## config.mk

```make
export PLATFORM = sky130hd
export DESIGN_NAME = score_shift
export DESIGN_NICKNAME = d
export VERILOG_FILES = /design/src/common/gat_pkg.sv /design/src/hw/score_shift.sv
export SDC_FILE = /design/constraint.sdc
export NUM_CORES = 1
export LEC_CHECK = 0
export BUFFER_PORTS_ARGS = -buffer_cell sky130_fd_sc_hd__buf_2
export CAP_MARGIN = 20
export CORE_ASPECT_RATIO = 1.5
export CORE_MARGIN = 1.5
export CORE_UTILIZATION = 36
export DETAILED_ROUTE_END_ITERATION = 10
export SYNTH_ARGS = -nofsm -noshare
export SYNTH_HDL_FRONTEND = slang
export SYNTH_SLANG_ARGS = --single-unit
```

## constraint.sdc

```tcl
create_clock -name clk -period 7 [get_ports clk]
set_input_delay 1.05 -clock clk [delete_from_list [all_inputs] [get_ports clk]]
set_output_delay 1.05 -clock clk [all_outputs]
set_load 0.01 [all_outputs]
```

## src/common/gat_pkg.sv

```systemverilog
package gat_pkg;

  // Fixed point data, 8 fraction bits
  localparam int DATA_W      = 16;
  localparam int FRAC_BITS   = 8;
  localparam int LEAKY_SHIFT = 2;
  localparam int SCORE_W     = DATA_W + 1;

  localparam int FEAT_NUM    = 4;
  localparam int FEAT_IDX_W  = $clog2(FEAT_NUM);
  localparam int MAX_NODES   = 4;
  localparam int SLOT_W      = $clog2(MAX_NODES);
  localparam int NODE_CNT_W  = $clog2(MAX_NODES + 1);

  localparam int WH_DEPTH    = 64;
  localparam int WH_ADDR_W   = $clog2(WH_DEPTH);
  localparam int SG_DEPTH    = 16;
  localparam int SG_ADDR_W   = $clog2(SG_DEPTH);
  localparam int SG_CNT_W    = $clog2(SG_DEPTH + 1);

  localparam int FIFO_DEPTH  = 4;
  localparam int FIFO_PTR_W  = $clog2(FIFO_DEPTH);
  localparam int CREDIT_W    = $clog2(FIFO_DEPTH + 1);

  // Full precision product and dot product sum
  localparam int PROD_W      = 2 * DATA_W;
  localparam int SUM_W       = PROD_W + $clog2(FEAT_NUM);

  typedef logic signed [DATA_W-1:0]  data_t;
  typedef logic signed [SCORE_W-1:0] score_t;

  typedef data_t [FEAT_NUM-1:0] wh_row_t;

  typedef struct packed {
    logic [WH_ADDR_W-1:0]  first_row;
    logic [NODE_CNT_W-1:0] node_cnt;
  } sg_info_t;

  // Slots at or beyond node_cnt hold zero
  typedef struct packed {
    logic [SG_ADDR_W-1:0]   sg_idx;
    logic [NODE_CNT_W-1:0]  node_cnt;
    data_t [MAX_NODES-1:0]  coef;
  } coef_rec_t;

  typedef struct packed {
    logic [SG_ADDR_W-1:0]   sg_idx;
    logic [NODE_CNT_W-1:0]  node_cnt;
    score_t [MAX_NODES-1:0] score;
  } score_rec_t;

  // Arithmetic shift by the fraction bits, then wrap to one word
  function automatic data_t rescale(input logic signed [SUM_W-1:0] sum);
    return data_t'(sum >>> FRAC_BITS);
  endfunction

  function automatic data_t leaky_relu(input data_t x);
    return x[DATA_W-1] ? data_t'(x >>> LEAKY_SHIFT) : x;
  endfunction

endpackage

```

## src/hw/score_shift.sv

```systemverilog
`timescale 1ns/1ps

module score_shift (
  input  logic                clk,
  input  logic                rst_n,
  input  logic                empty_i,
  input  gat_pkg::coef_rec_t  rec_i,
  input  logic                fetch_done_i,
  input  logic                last_issued_i,
  output logic                pop_o,
  output logic                score_valid_o,
  output gat_pkg::score_rec_t score_o,
  output logic                done_o
);
  import gat_pkg::*;

  typedef enum logic [1:0] {ST_IDLE, ST_SCAN, ST_EMIT} state_t;

  state_t              state;
  coef_rec_t           rec_q;
  data_t               max_q;
  logic [SLOT_W-1:0]   scan_idx;
  logic                scan_hit;
  logic [CREDIT_W-1:0] inflight;
  score_rec_t          score_c;

  assign pop_o    = (state == ST_IDLE) && !empty_i;
  assign scan_hit = (NODE_CNT_W'(scan_idx) < rec_q.node_cnt)
                    && ($signed(rec_q.coef[scan_idx]) > max_q);

  always_comb begin
    score_c.sg_idx   = rec_q.sg_idx;
    score_c.node_cnt = rec_q.node_cnt;
    for (int i = 0; i < MAX_NODES; i++) begin
      score_c.score[i] = (i < rec_q.node_cnt) ?
        SCORE_W'($signed(rec_q.coef[i])) - SCORE_W'(max_q) : '0;
    end
  end

  always_ff @(posedge clk) begin
    if (!rst_n) begin
      state         <= ST_IDLE;
      scan_idx      <= '0;
      score_valid_o <= 1'b0;
      inflight      <= '0;
      done_o        <= 1'b0;
    end else begin
      score_valid_o <= 1'b0;
      // Records between the last row strobe and their pop
      inflight <= inflight + CREDIT_W'(last_issued_i) - CREDIT_W'(pop_o);
      case (state)
        ST_IDLE: begin
          if (pop_o) begin
            scan_idx <= '0;
            state    <= ST_SCAN;
          end
        end
        ST_SCAN: begin
          scan_idx <= scan_idx + 1'b1;
          if (scan_idx == SLOT_W'(MAX_NODES - 1)) begin
            state <= ST_EMIT;
          end
        end
        default: begin
          score_valid_o <= 1'b1;
          state         <= ST_IDLE;
        end
      endcase
      if (fetch_done_i && empty_i && (state == ST_IDLE) && (inflight == '0)
          && !last_issued_i) begin
        done_o <= 1'b1;
      end
    end
  end

  always_ff @(posedge clk) begin
    if (pop_o) begin
      rec_q <= rec_i;
      max_q <= rec_i.coef[0];
    end else if ((state == ST_SCAN) && scan_hit) begin
      max_q <= rec_q.coef[scan_idx];
    end
    if (state == ST_EMIT) begin
      score_o <= score_c;
    end
  end

endmodule

```

==> results.tsv, run 1 <==
stage	metric	value	unit
finish	final_cell_mix	edfxtp_1 (162), buf_2 (153), ha_1 (84)	
global_routing	grt_pass1_vias	6831	
drt	vias	6688	
global_routing	grt_usage	18.16	%
worst_setup_path	crit_start	scan_idx[1]	
place	dpl_cell_area	10720	µm²
drt	drt_iter0_drc	458	
finish	regArea	5045	µm²
outcome	outcome	complete, no violations	
synthesis	synthArstFlopShare	0	%
cts	numCtsBuffers	17	
floorplan	ioPinCount	154	
worst_setup_path	end_kind	register	
drt	viasPerCell	5.189	
finish	fin_cells	1289	
floorplan	die_w	135.9	µm
timing	relSlewSlack	37.16	%
global_routing	grt_pass1_wl	37010	µm
worst_setup_path	worstPathRequired	7.14	ns
global_routing	overflow	0	
timing	final_hold_viol_count	0	
synthesis	synth-seq-cells	171	
finish	multi_input_comb_area	4304	µm²
cts	hold_buffers	0	
place	globalplace.congestion	0.8737	
power_and_ir_drop	p_leak	4.515	nW
synthesis	syn-num-nets	940	
worst_hold_path	hold_end	score_o[72]	
finish	drive_above_1_share	25.00	%
drt	drt_wl_total	23980	µm
timing	drv_slew	0	
place	dp_hpwl	18580	µm
worst_setup_path	critPathLaunchType	register	
finish	num-fill-cells	2449	
timing	setup_viol	0	
finish	final_nets	1108	
place	port_buffers	153	
synthesis	yosysSeqAreaShare	52.86	%
drt	drtPass1Iterations	4	
worst_setup_path	r2r_cells	9	
synthesis	synth_cell_types	61	
timing	fin_crit	3.656	ns
timing	worst_pin_slew	0.9413	ns
timing	setup_tns	0	ns
global_routing	antenna_found_initial	0	
finish	area_growth	19.05	%
synthesis	syn_inst	775	
worst_setup_path	r2r_end	max_q[15]	
global_routing	grt_max_degree	67	
floorplan	dieArea	27510	µm²
cts	clock-sinks	171	
place	place_inst	1255	
synthesis	syn_avg_cell_area	12.31	µm²
finish	fin_area	11360	µm²
cts	insertion_delay	0.45	ns
floorplan	fp.dieH	202.4	µm
power_and_ir_drop	power.density	260.5	nW/µm²
synthesis	syn_area	9543	µm²
timing	rsz0062_at_grt	no	
cts	post_cts_buffers	0	
cts	cts.htree.levels	4	
timing	fmaxAchievable	273.6	MHz
floorplan	initial_utilization	36.78	%
drt	ant_nets	0	
cts	clock_path_buffers	2	
worst_hold_path	min_path_cells	0	
cts	cts-root-buf	clkbuf_16	
timing	fin_ws	3.344	ns
worst_setup_path	regToRegSetupSlack	3.34	ns
place	post-place-ws	2.854	ns
synthesis	synth_edf_count	162	
timing	min_period_over_period	52.22	%
worst_setup_path	cp_max_fo	19	
floorplan	num_rows	72	
worst_hold_path	worst_hold_startpoint	rec_q[68]	
power_and_ir_drop	vdd_ir_drop_max	0.2060	mV
synthesis	synth_flop_cell	edfxtp_1	
worst_setup_path	worstReg2RegStart	scan_idx[1]	
floorplan	coreArea	25940	µm²
worst_setup_path	cp_data_arrival_time	3.80	ns
run	cap_violations	0	
finish	final_common_cell	edfxtp_1	
cts	clkTransAtPathRegs	0.06	ns
synthesis	yosys_warnings	0	
timing	fin_skew	0.008859	ns
drt	wl_per_cell	18.61	µm
cts	cts_resized	0	
cts	cts_tree	done	
worst_hold_path	worstHoldPathType	register to register	
drt	drc	0	
finish	num_antenna_cells	0	
worst_setup_path	worstSetupPathType	register to register	
==> cell type report <==
type	count	area share, %
clock buffer	20	3.932
multi-input combinational	553	37.89
inverter	39	1.289
sequential	171	44.41
clock inverter	12	1.322
timing repair buffer	161	7.500
tap	333	3.667
==> cell families (layout without fill, tap and decap cells) <==
group | Yosys count | count (layout) | share of synthesized area [%]
compound gates | 187 | 187 | 12.97
simple gates | 211 | 211 | 11.13
flops | 171 | 171 | 52.86
fa+ha+maj | 89 | 89 | 12.06
mux | 35 | 35 | 5.966
xor+xnor | 31 | 31 | 2.845
buf+inv | 51 | 232 | 2.163
==> metrics by stage <==
stage          power, W  util, %  hold WS, ns
3_3_place_gp   0.001995    41.33       0.4015
6_report       0.002959    43.79       0.4183
5_1_grt        0.003116    43.79       0.4255
2_1_floorplan  0.001813        -       0.4003
3_5_place_dp   0.002006    41.33       0.4045
4_1_cts        0.002980    43.63       0.4187
==> state kept, by name (all words and copies together), names as in the netlist <==
signal and count:
done_o 1, inflight 3, max_q 16, rec_q 71, scan_idx 2, score_o 75, score_valid_o 1, state 2
==> power breakdown <==
part | leakage [nW] | switching (W) | internal [W]
Combinational | 2.64 | 0.000428 | 0.000325
Clock | 0.286 | 0.000397 | 0.000568
Sequential | 1.58 | 0.0000389 | 0.00120
Total | 4.52 | 0.000864 | 0.00210
==> metal layers <==
metal / wire (µm) / global-route usage, %
met5: 0 / 0
met4: 772 / 8.587
met3: 1309 / 4.063
met2: 11970 / 29.97
met1: 9930 / 22.41
==> synth_stat cells, types with 8 or more instances <==
master	instances	area [µm²]
a21oi_1	53	265.3
xnor2_1	21	183.9
a21o_1	17	127.6
inv_1	39	146.4
nor2_1	57	214.0
mux2_2	15	168.9
nand2b_1	16	100.1
o211ai_1	10	75.07
nor3_1	28	140.1
ha_1	84	1051
edfxtp_1	162	4865
o21a_1	19	142.6
nand3_1	14	70.07
o21ai_1	12	60.06
nor2b_1	20	125.1
xor2_1	10	87.58
o21ai_0	22	110.1
nand4_1	8	50.05
a211oi_1	10	75.07
dfxtp_1	9	180.2
mux4_2	16	360.4
nand2_1	41	153.9
==> how the worst max path moves through the flow <==
stage,to,slack [ns],depth (start not counted)
after floorplan,score_o[0],2.67,1
after global placement,max_q[1],2.99,9
after detailed placement,max_q[2],2.85,9
after CTS,max_q[2],2.84,9
after global routing,max_q[15],3.16,9
final,max_q[15],3.34,9
==> critical path, cell delays in order, from the launching register on <==
cell	delay [ns]
dfxtp_1	0.94
mux4_2	0.43
ha_1	0.36
nand4_1	0.19
or4_4	0.58
a21oi_2	0.11
a211oi_1	0.06
mux2i_1	0.13
o21bai_1	0.24
buf_4	0.29
Power figures use the tool's default switching activity.
==> inputs of run 2 (changes only) <==
==> constraint.sdc (replaced) <==
create_clock -name clk -period 3.75 [get_ports clk]
set_input_delay 0.5625 -clock clk [delete_from_list [all_inputs] [get_ports clk]]
set_output_delay 0.5625 -clock clk [all_outputs]
set_load 0.01 [all_outputs]
==> results.tsv, run 2 (synthesis gave the netlist of run 1 again) <==
stage	metric	value	unit	change
place	globalplace.congestion	0.8891		was 0.8737
drt	vias	6781		was 6,688
finish	top_register	score_o		unchanged
finish	largest_register_ffs	75		unchanged
timing	rsz0062_at_grt	no		unchanged
timing	setup_viol	0		unchanged
timing	fin_skew	0.01412	ns	was 0.008859 ns
worst_setup_path	critPathLaunchType	register		unchanged
floorplan	initial_utilization	36.78	%	unchanged
worst_setup_path	end_kind	register		unchanged
cts	cts_resized	0		unchanged
run	cap_violations	0		unchanged
cts	clkTransAtPathRegs	0.07	ns	was 0.06 ns
floorplan	dieArea	27510	µm²	unchanged
cts	clock-sinks	171		unchanged
finish	final_common_cell	edfxtp_1		unchanged
floorplan	die_w	135.9	µm	unchanged
timing	setup_tns	0	ns	unchanged
finish	largestRegisters	score_o (75), rec_q (71), max_q (16)		unchanged
cts	cts-root-buf	clkbuf_16		unchanged
drt	drc	0		unchanged
drt	drt_iter0_drc	439		was 458
floorplan	num_rows	72		unchanged
power_and_ir_drop	p_leak	4.490	nW	was 4.515 nW
worst_hold_path	worstHoldPathType	primary input to register		was register to register
timing	relSlewSlack	37.99	%	was 37.16%
cts	numCtsBuffers	17		unchanged
finish	num_antenna_cells	0		unchanged
drt	ant_nets	0		unchanged
drt	wl_per_cell	18.90	µm	was 18.61 µm
cts	insertion_delay	0.45	ns	about the same
cts	cts.htree.levels	4		unchanged
timing	worst_pin_slew	0.9301	ns	was 0.9413 ns
global_routing	antenna_found_initial	0		unchanged
timing	drv_slew	0		unchanged
floorplan	ioPinCount	154		unchanged
global_routing	grt_max_degree	68		was 67
finish	final_cell_mix	edfxtp_1 (162), buf_2 (153), ha_1 (84)		unchanged
global_routing	overflow	0		unchanged
timing	final_hold_viol_count	0		unchanged
finish	num-fill-cells	2457		was 2,449
place	port_buffers	153		unchanged
finish	area_growth	18.50	%	was 19.05%
drt	drtPass1Iterations	5		was 4
finish	drive_above_1_share	25.37	%	was 25.00%
cts	hold_buffers	0		unchanged
floorplan	fp.dieH	202.4	µm	unchanged
floorplan	coreArea	25940	µm²	unchanged
cts	cts_tree	done		unchanged
drt	drt_wl_total	24390	µm	was 23,980 µm
worst_setup_path	worstPathRequired	3.89	ns	was 7.14 ns
timing	hold_slack	0.2820	ns	was 0.4183 ns
worst_setup_path	worstSetupPathType	register to register		unchanged
cts	clock_path_buffers	2		unchanged
power_and_ir_drop	power.density	478.4	nW/µm²	was 260.5 nW/µm²
global_routing	grt_usage	18.34	%	was 18.16%
cts	post_cts_buffers	0		unchanged
global_routing	grt_pass1_vias	6884		was 6,831
timing	fmaxAchievable	294.0	MHz	was 273.6 MHz
timing	fin_crit	3.402	ns	was 3.656 ns
worst_setup_path	cp_max_fo	16		was 19
place	dp_hpwl	19170	µm	was 18,580 µm
power_and_ir_drop	vdd_ir_drop_max	0.3362	mV	was 0.2060 mV
worst_setup_path	cp_data_arrival_time	3.54	ns	was 3.80 ns
drt	viasPerCell	5.253		was 5.189
finish	final_nets	1110		was 1,108
global_routing	grt_pass1_wl	37180	µm	was 37,010 µm
outcome	outcome	complete, no violations		unchanged
timing	min_period_over_period	90.71	%	was 52.22%
run 2: path summary, 6_finish.rpt:
check                                  from     endpoint  cells past startpoint  slack, ns
worst max-delay path            scan_idx[0]    max_q[11]                     10       0.35
worst min-delay path              rec_i[55]    rec_q[55]                      1       0.28
worst max register to register  scan_idx[0]    max_q[11]                     10       0.35
worst min register to register    rec_q[70]  score_o[74]                      0       0.43
run 2: report_power, final:
group,internal (W),switching [W]
logic,0.000605,0.000809
clock network,0.000868,0.000816
registers,0.00224,0.0000681
total,0.00372,0.00169
run 2: layer usage:
layer | up-vias | global-route usage, % | share of wire (%)
met2 | 185 | 31.31 | 51
met4 | 0 | 8.891 | 3.9
met5 | - | 0 | 0
met3 | 54 | 3.687 | 4.6
met1 | 3243 | 21.86 | 41
li1 | 3299 | - | -
run 2: critical path, cell delays in order, from the launching register on:
cell and delay [ns]:
dfxtp_1 0.50, buf_4 0.35, mux4_2 0.56, ha_1 0.32, nand4_1 0.14, or4_4 0.54, a21oi_2 0.12, a211oi_1 0.06
mux2i_1 0.13, o21bai_1 0.12, buf_4 0.25
run 2: cell type report:
cell class	count	area [µm²]	share of cell area [%]
clock buffers	17	425.4	3.762
clock inverters	15	130.1	1.151
flip-flops and latches	171	5045	44.61
inverters	39	146.4	1.295
well taps	333	416.7	3.684
repair buffers	163	840.8	7.435
multi-input cells	553	4304	38.06
run 2: per-stage QoR:
stage | util (%) | cells | power [W] | setup slack, ns | instance area, µm²
after floorplan | - | 775 | 0.003384 | 0.1000 | 9545
after global placement | 41.44 | 1259 | 0.003740 | 0.3857 | 10750
after detailed placement | 41.44 | 1259 | 0.003757 | 0.3212 | 10750
after CTS | 43.59 | 1291 | 0.005455 | 0.3092 | 11310
after global routing | 43.59 | 1291 | 0.005699 | 0.1628 | 11310
final | 43.59 | 1291 | 0.005410 | 0.3484 | 11310
==> inputs of run 3 (changes only) <==
--- a/config.mk
+++ b/config.mk
@@ -11,6 +11,7 @@
 export CORE_MARGIN = 1.5
 export CORE_UTILIZATION = 36
 export DETAILED_ROUTE_END_ITERATION = 10
+export SETUP_SLACK_MARGIN = 0.5
 export SYNTH_ARGS = -nofsm -noshare
 export SYNTH_HDL_FRONTEND = slang
 export SYNTH_SLANG_ARGS = --single-unit
==> results.tsv, run 3 (synthesis gave the netlist of run 1 again) <==
stage	metric	value	unit	change
power_and_ir_drop	vdd_ir_drop_max	0.3691	mV	was 0.3362 mV
place	globalplace.congestion	0.8936		was 0.8891
cts	clock-sinks	171		unchanged
global_routing	grt_pass1_wl	36110	µm	was 37,180 µm
cts	clock_path_buffers	2		unchanged
timing	fin_crit	3.125	ns	was 3.402 ns
finish	area_growth	19.44	%	was 18.50%
finish	final_cell_mix	edfxtp_1 (162), buf_2 (153), ha_1 (84)		unchanged
run	cap_violations	0		unchanged
finish	drive_above_1_share	25.55	%	was 25.37%
global_routing	overflow	0		unchanged
floorplan	coreArea	25940	µm²	unchanged
timing	final_hold_viol_count	0		unchanged
floorplan	dieArea	27510	µm²	unchanged
worst_hold_path	worstHoldPathType	primary input to register		unchanged
finish	num-fill-cells	2471		was 2,457
global_routing	grt_pass1_vias	6772		was 6,884
finish	final_common_cell	edfxtp_1		unchanged
cts	clkTransAtPathRegs	0.07	ns	about the same
timing	fmaxAchievable	320.0	MHz	was 294.0 MHz
place	dp_hpwl	18760	µm	was 19,170 µm
finish	utilization	43.93	%	was 43.59%
worst_setup_path	cpLargestDelayFamily	simple AND/OR/NAND/NOR gates		was multiplexers
timing	setup_tns	0	ns	unchanged
worst_setup_path	critPathLaunchType	register		unchanged
cts	insertion_delay	0.45	ns	about the same
timing	rsz0062_at_grt	no		unchanged
drt	drt_iter0_drc	413		was 439
timing	fin_skew	0.01081	ns	was 0.01412 ns
cts	cts-root-buf	clkbuf_16		unchanged
finish	largestRegisters	score_o (75), rec_q (71), max_q (16)		unchanged
floorplan	num_rows	72		unchanged
power_and_ir_drop	power.density	486.4	nW/µm²	was 478.4 nW/µm²
cts	post_cts_buffers	0		unchanged
drt	viasPerCell	5.202		was 5.253
worst_setup_path	cp.buffers_inverters	2		unchanged
timing	worst_pin_slew	0.5849	ns	was 0.9301 ns
cts	cts.htree.levels	4		unchanged
drt	ant_nets	0		unchanged
worst_setup_path	cp_data_arrival_time	3.28	ns	was 3.54 ns
finish	largest_register_ffs	75		unchanged
floorplan	ioPinCount	154		unchanged
drt	drt_wl_total	23880	µm	was 24,390 µm
timing	setup_viol	0		unchanged
timing	min_period_over_period	83.34	%	was 90.71%
worst_setup_path	end_kind	register		unchanged
worst_setup_path	crit_chain	buf_8, mux4_2, ha_1, nand4_1, or4_4, a21oi_2, a211oi_1, mux2i_1, o21bai_2, buf_6		was buf_4, mux4_2, ha_1, nand4_1, or4_4, a21oi_2, a211oi_1, mux2i_1, o21bai_1, buf_4
finish	top_register	score_o		unchanged
place	port_buffers	153		unchanged
drt	drc	0		unchanged
global_routing	grt_usage	17.91	%	was 18.34%
outcome	outcome	complete, no violations		unchanged
drt	vias	6726		was 6,781
drt	drtPass1Iterations	5		unchanged
worst_setup_path	cp_max_fo	11		was 16
worst_setup_path	worstPathRequired	3.91	ns	was 3.89 ns
global_routing	grt_max_degree	91		was 68
timing	relSlewSlack	60.82	%	was 37.99%
drt	wl_per_cell	18.46	µm	was 18.90 µm
worst_setup_path	worstSetupPathType	register to register		unchanged
global_routing	antenna_found_initial	1		was 0
floorplan	die_w	135.9	µm	unchanged
cts	hold_buffers	0		unchanged
cts	numCtsBuffers	17		unchanged
timing	hold_slack	0.2833	ns	was 0.2820 ns
floorplan	initial_utilization	36.78	%	unchanged
worst_setup_path	slowest_delay	0.59	ns	was 0.56 ns
finish	final_nets	1111		was 1,110
power_and_ir_drop	total_power	0.005544	W	was 0.005410 W
timing	drv_slew	0		unchanged
floorplan	fp.dieH	202.4	µm	unchanged
power_and_ir_drop	p_leak	4.535	nW	was 4.490 nW
cts	cts_tree	done		unchanged
worst_setup_path	crit_slowest_cell	or4_4		was mux4_2
[run 3: report_power, final]
part | internal [W] | leakage [nW] | switching (W)
combinational | 0.000611 | 2.66 | 0.000805
sequential | 0.00225 | 1.59 | 0.0000661
clock | 0.00105 | 0.287 | 0.000768
total | 0.00391 | 4.54 | 0.00164
[run 3: final timing paths]
check / startpoint / end / slack [ns] / depth (start not counted)
setup / recovery: scan_idx[0] / max_q[1] / 0.62 / 10
hold / removal: rec_i[38] / rec_q[38] / 0.28 / 1
setup reg to reg: scan_idx[0] / max_q[1] / 0.62 / 10
hold reg to reg: rec_q[67] / score_o[71] / 0.42 / 0
[run 3: cell type report]
cell class                      count  area (µm²)  share of cell area, %
Antenna cell                        1       2.502                0.02195
Clock buffer                       18       429.2                  3.765
Clock inverter                     14       171.4                  1.504
Inverter                           39       146.4                  1.284
Multi-Input combinational cell    553        4308                  37.79
Sequential cell                   171        5049                  44.29
Tap cell                          333       416.7                  3.655
Timing Repair Buffer              164       875.8                  7.684
[run 3: per-stage QoR]
stage / cells / instance area [µm²] / setup slack (ns)
CTS: 1292 / 11380 / 0.5206
detailed placement: 1260 / 10780 / 0.4040
global route: 1293 / 11400 / 0.5038
finish: 1293 / 11400 / 0.6248
global placement: 1260 / 10780 / 0.4608
floorplan: 775 / 9552 / 0.4261
[run 3: worst reg2reg max path, delay by kind of cell, from the launching register on]
family	cells	cell delay [ns]
simple gates	2	0.80
fa+ha+maj	1	0.32
flops	1	0.39
compound gates	3	0.34
mux	2	0.67
buf+inv	2	0.33
[run 3: routing by layer]
metal | share of wire (%) | up-vias | GRT usage, %
li1 | - | 3307 | -
met1 | 41 | 3213 | 21.30
met2 | 51 | 165 | 30.53
met3 | 4.6 | 41 | 3.411
met4 | 3.2 | 0 | 9.195
met5 | 0 | - | 0
[run 3: what timing repair did]
action / 4_1_cts / 5_1_grt
endpoints found under the setup margin: 16 / 16
pin swaps: 0 / 1
gates resized for setup: 2 / 4
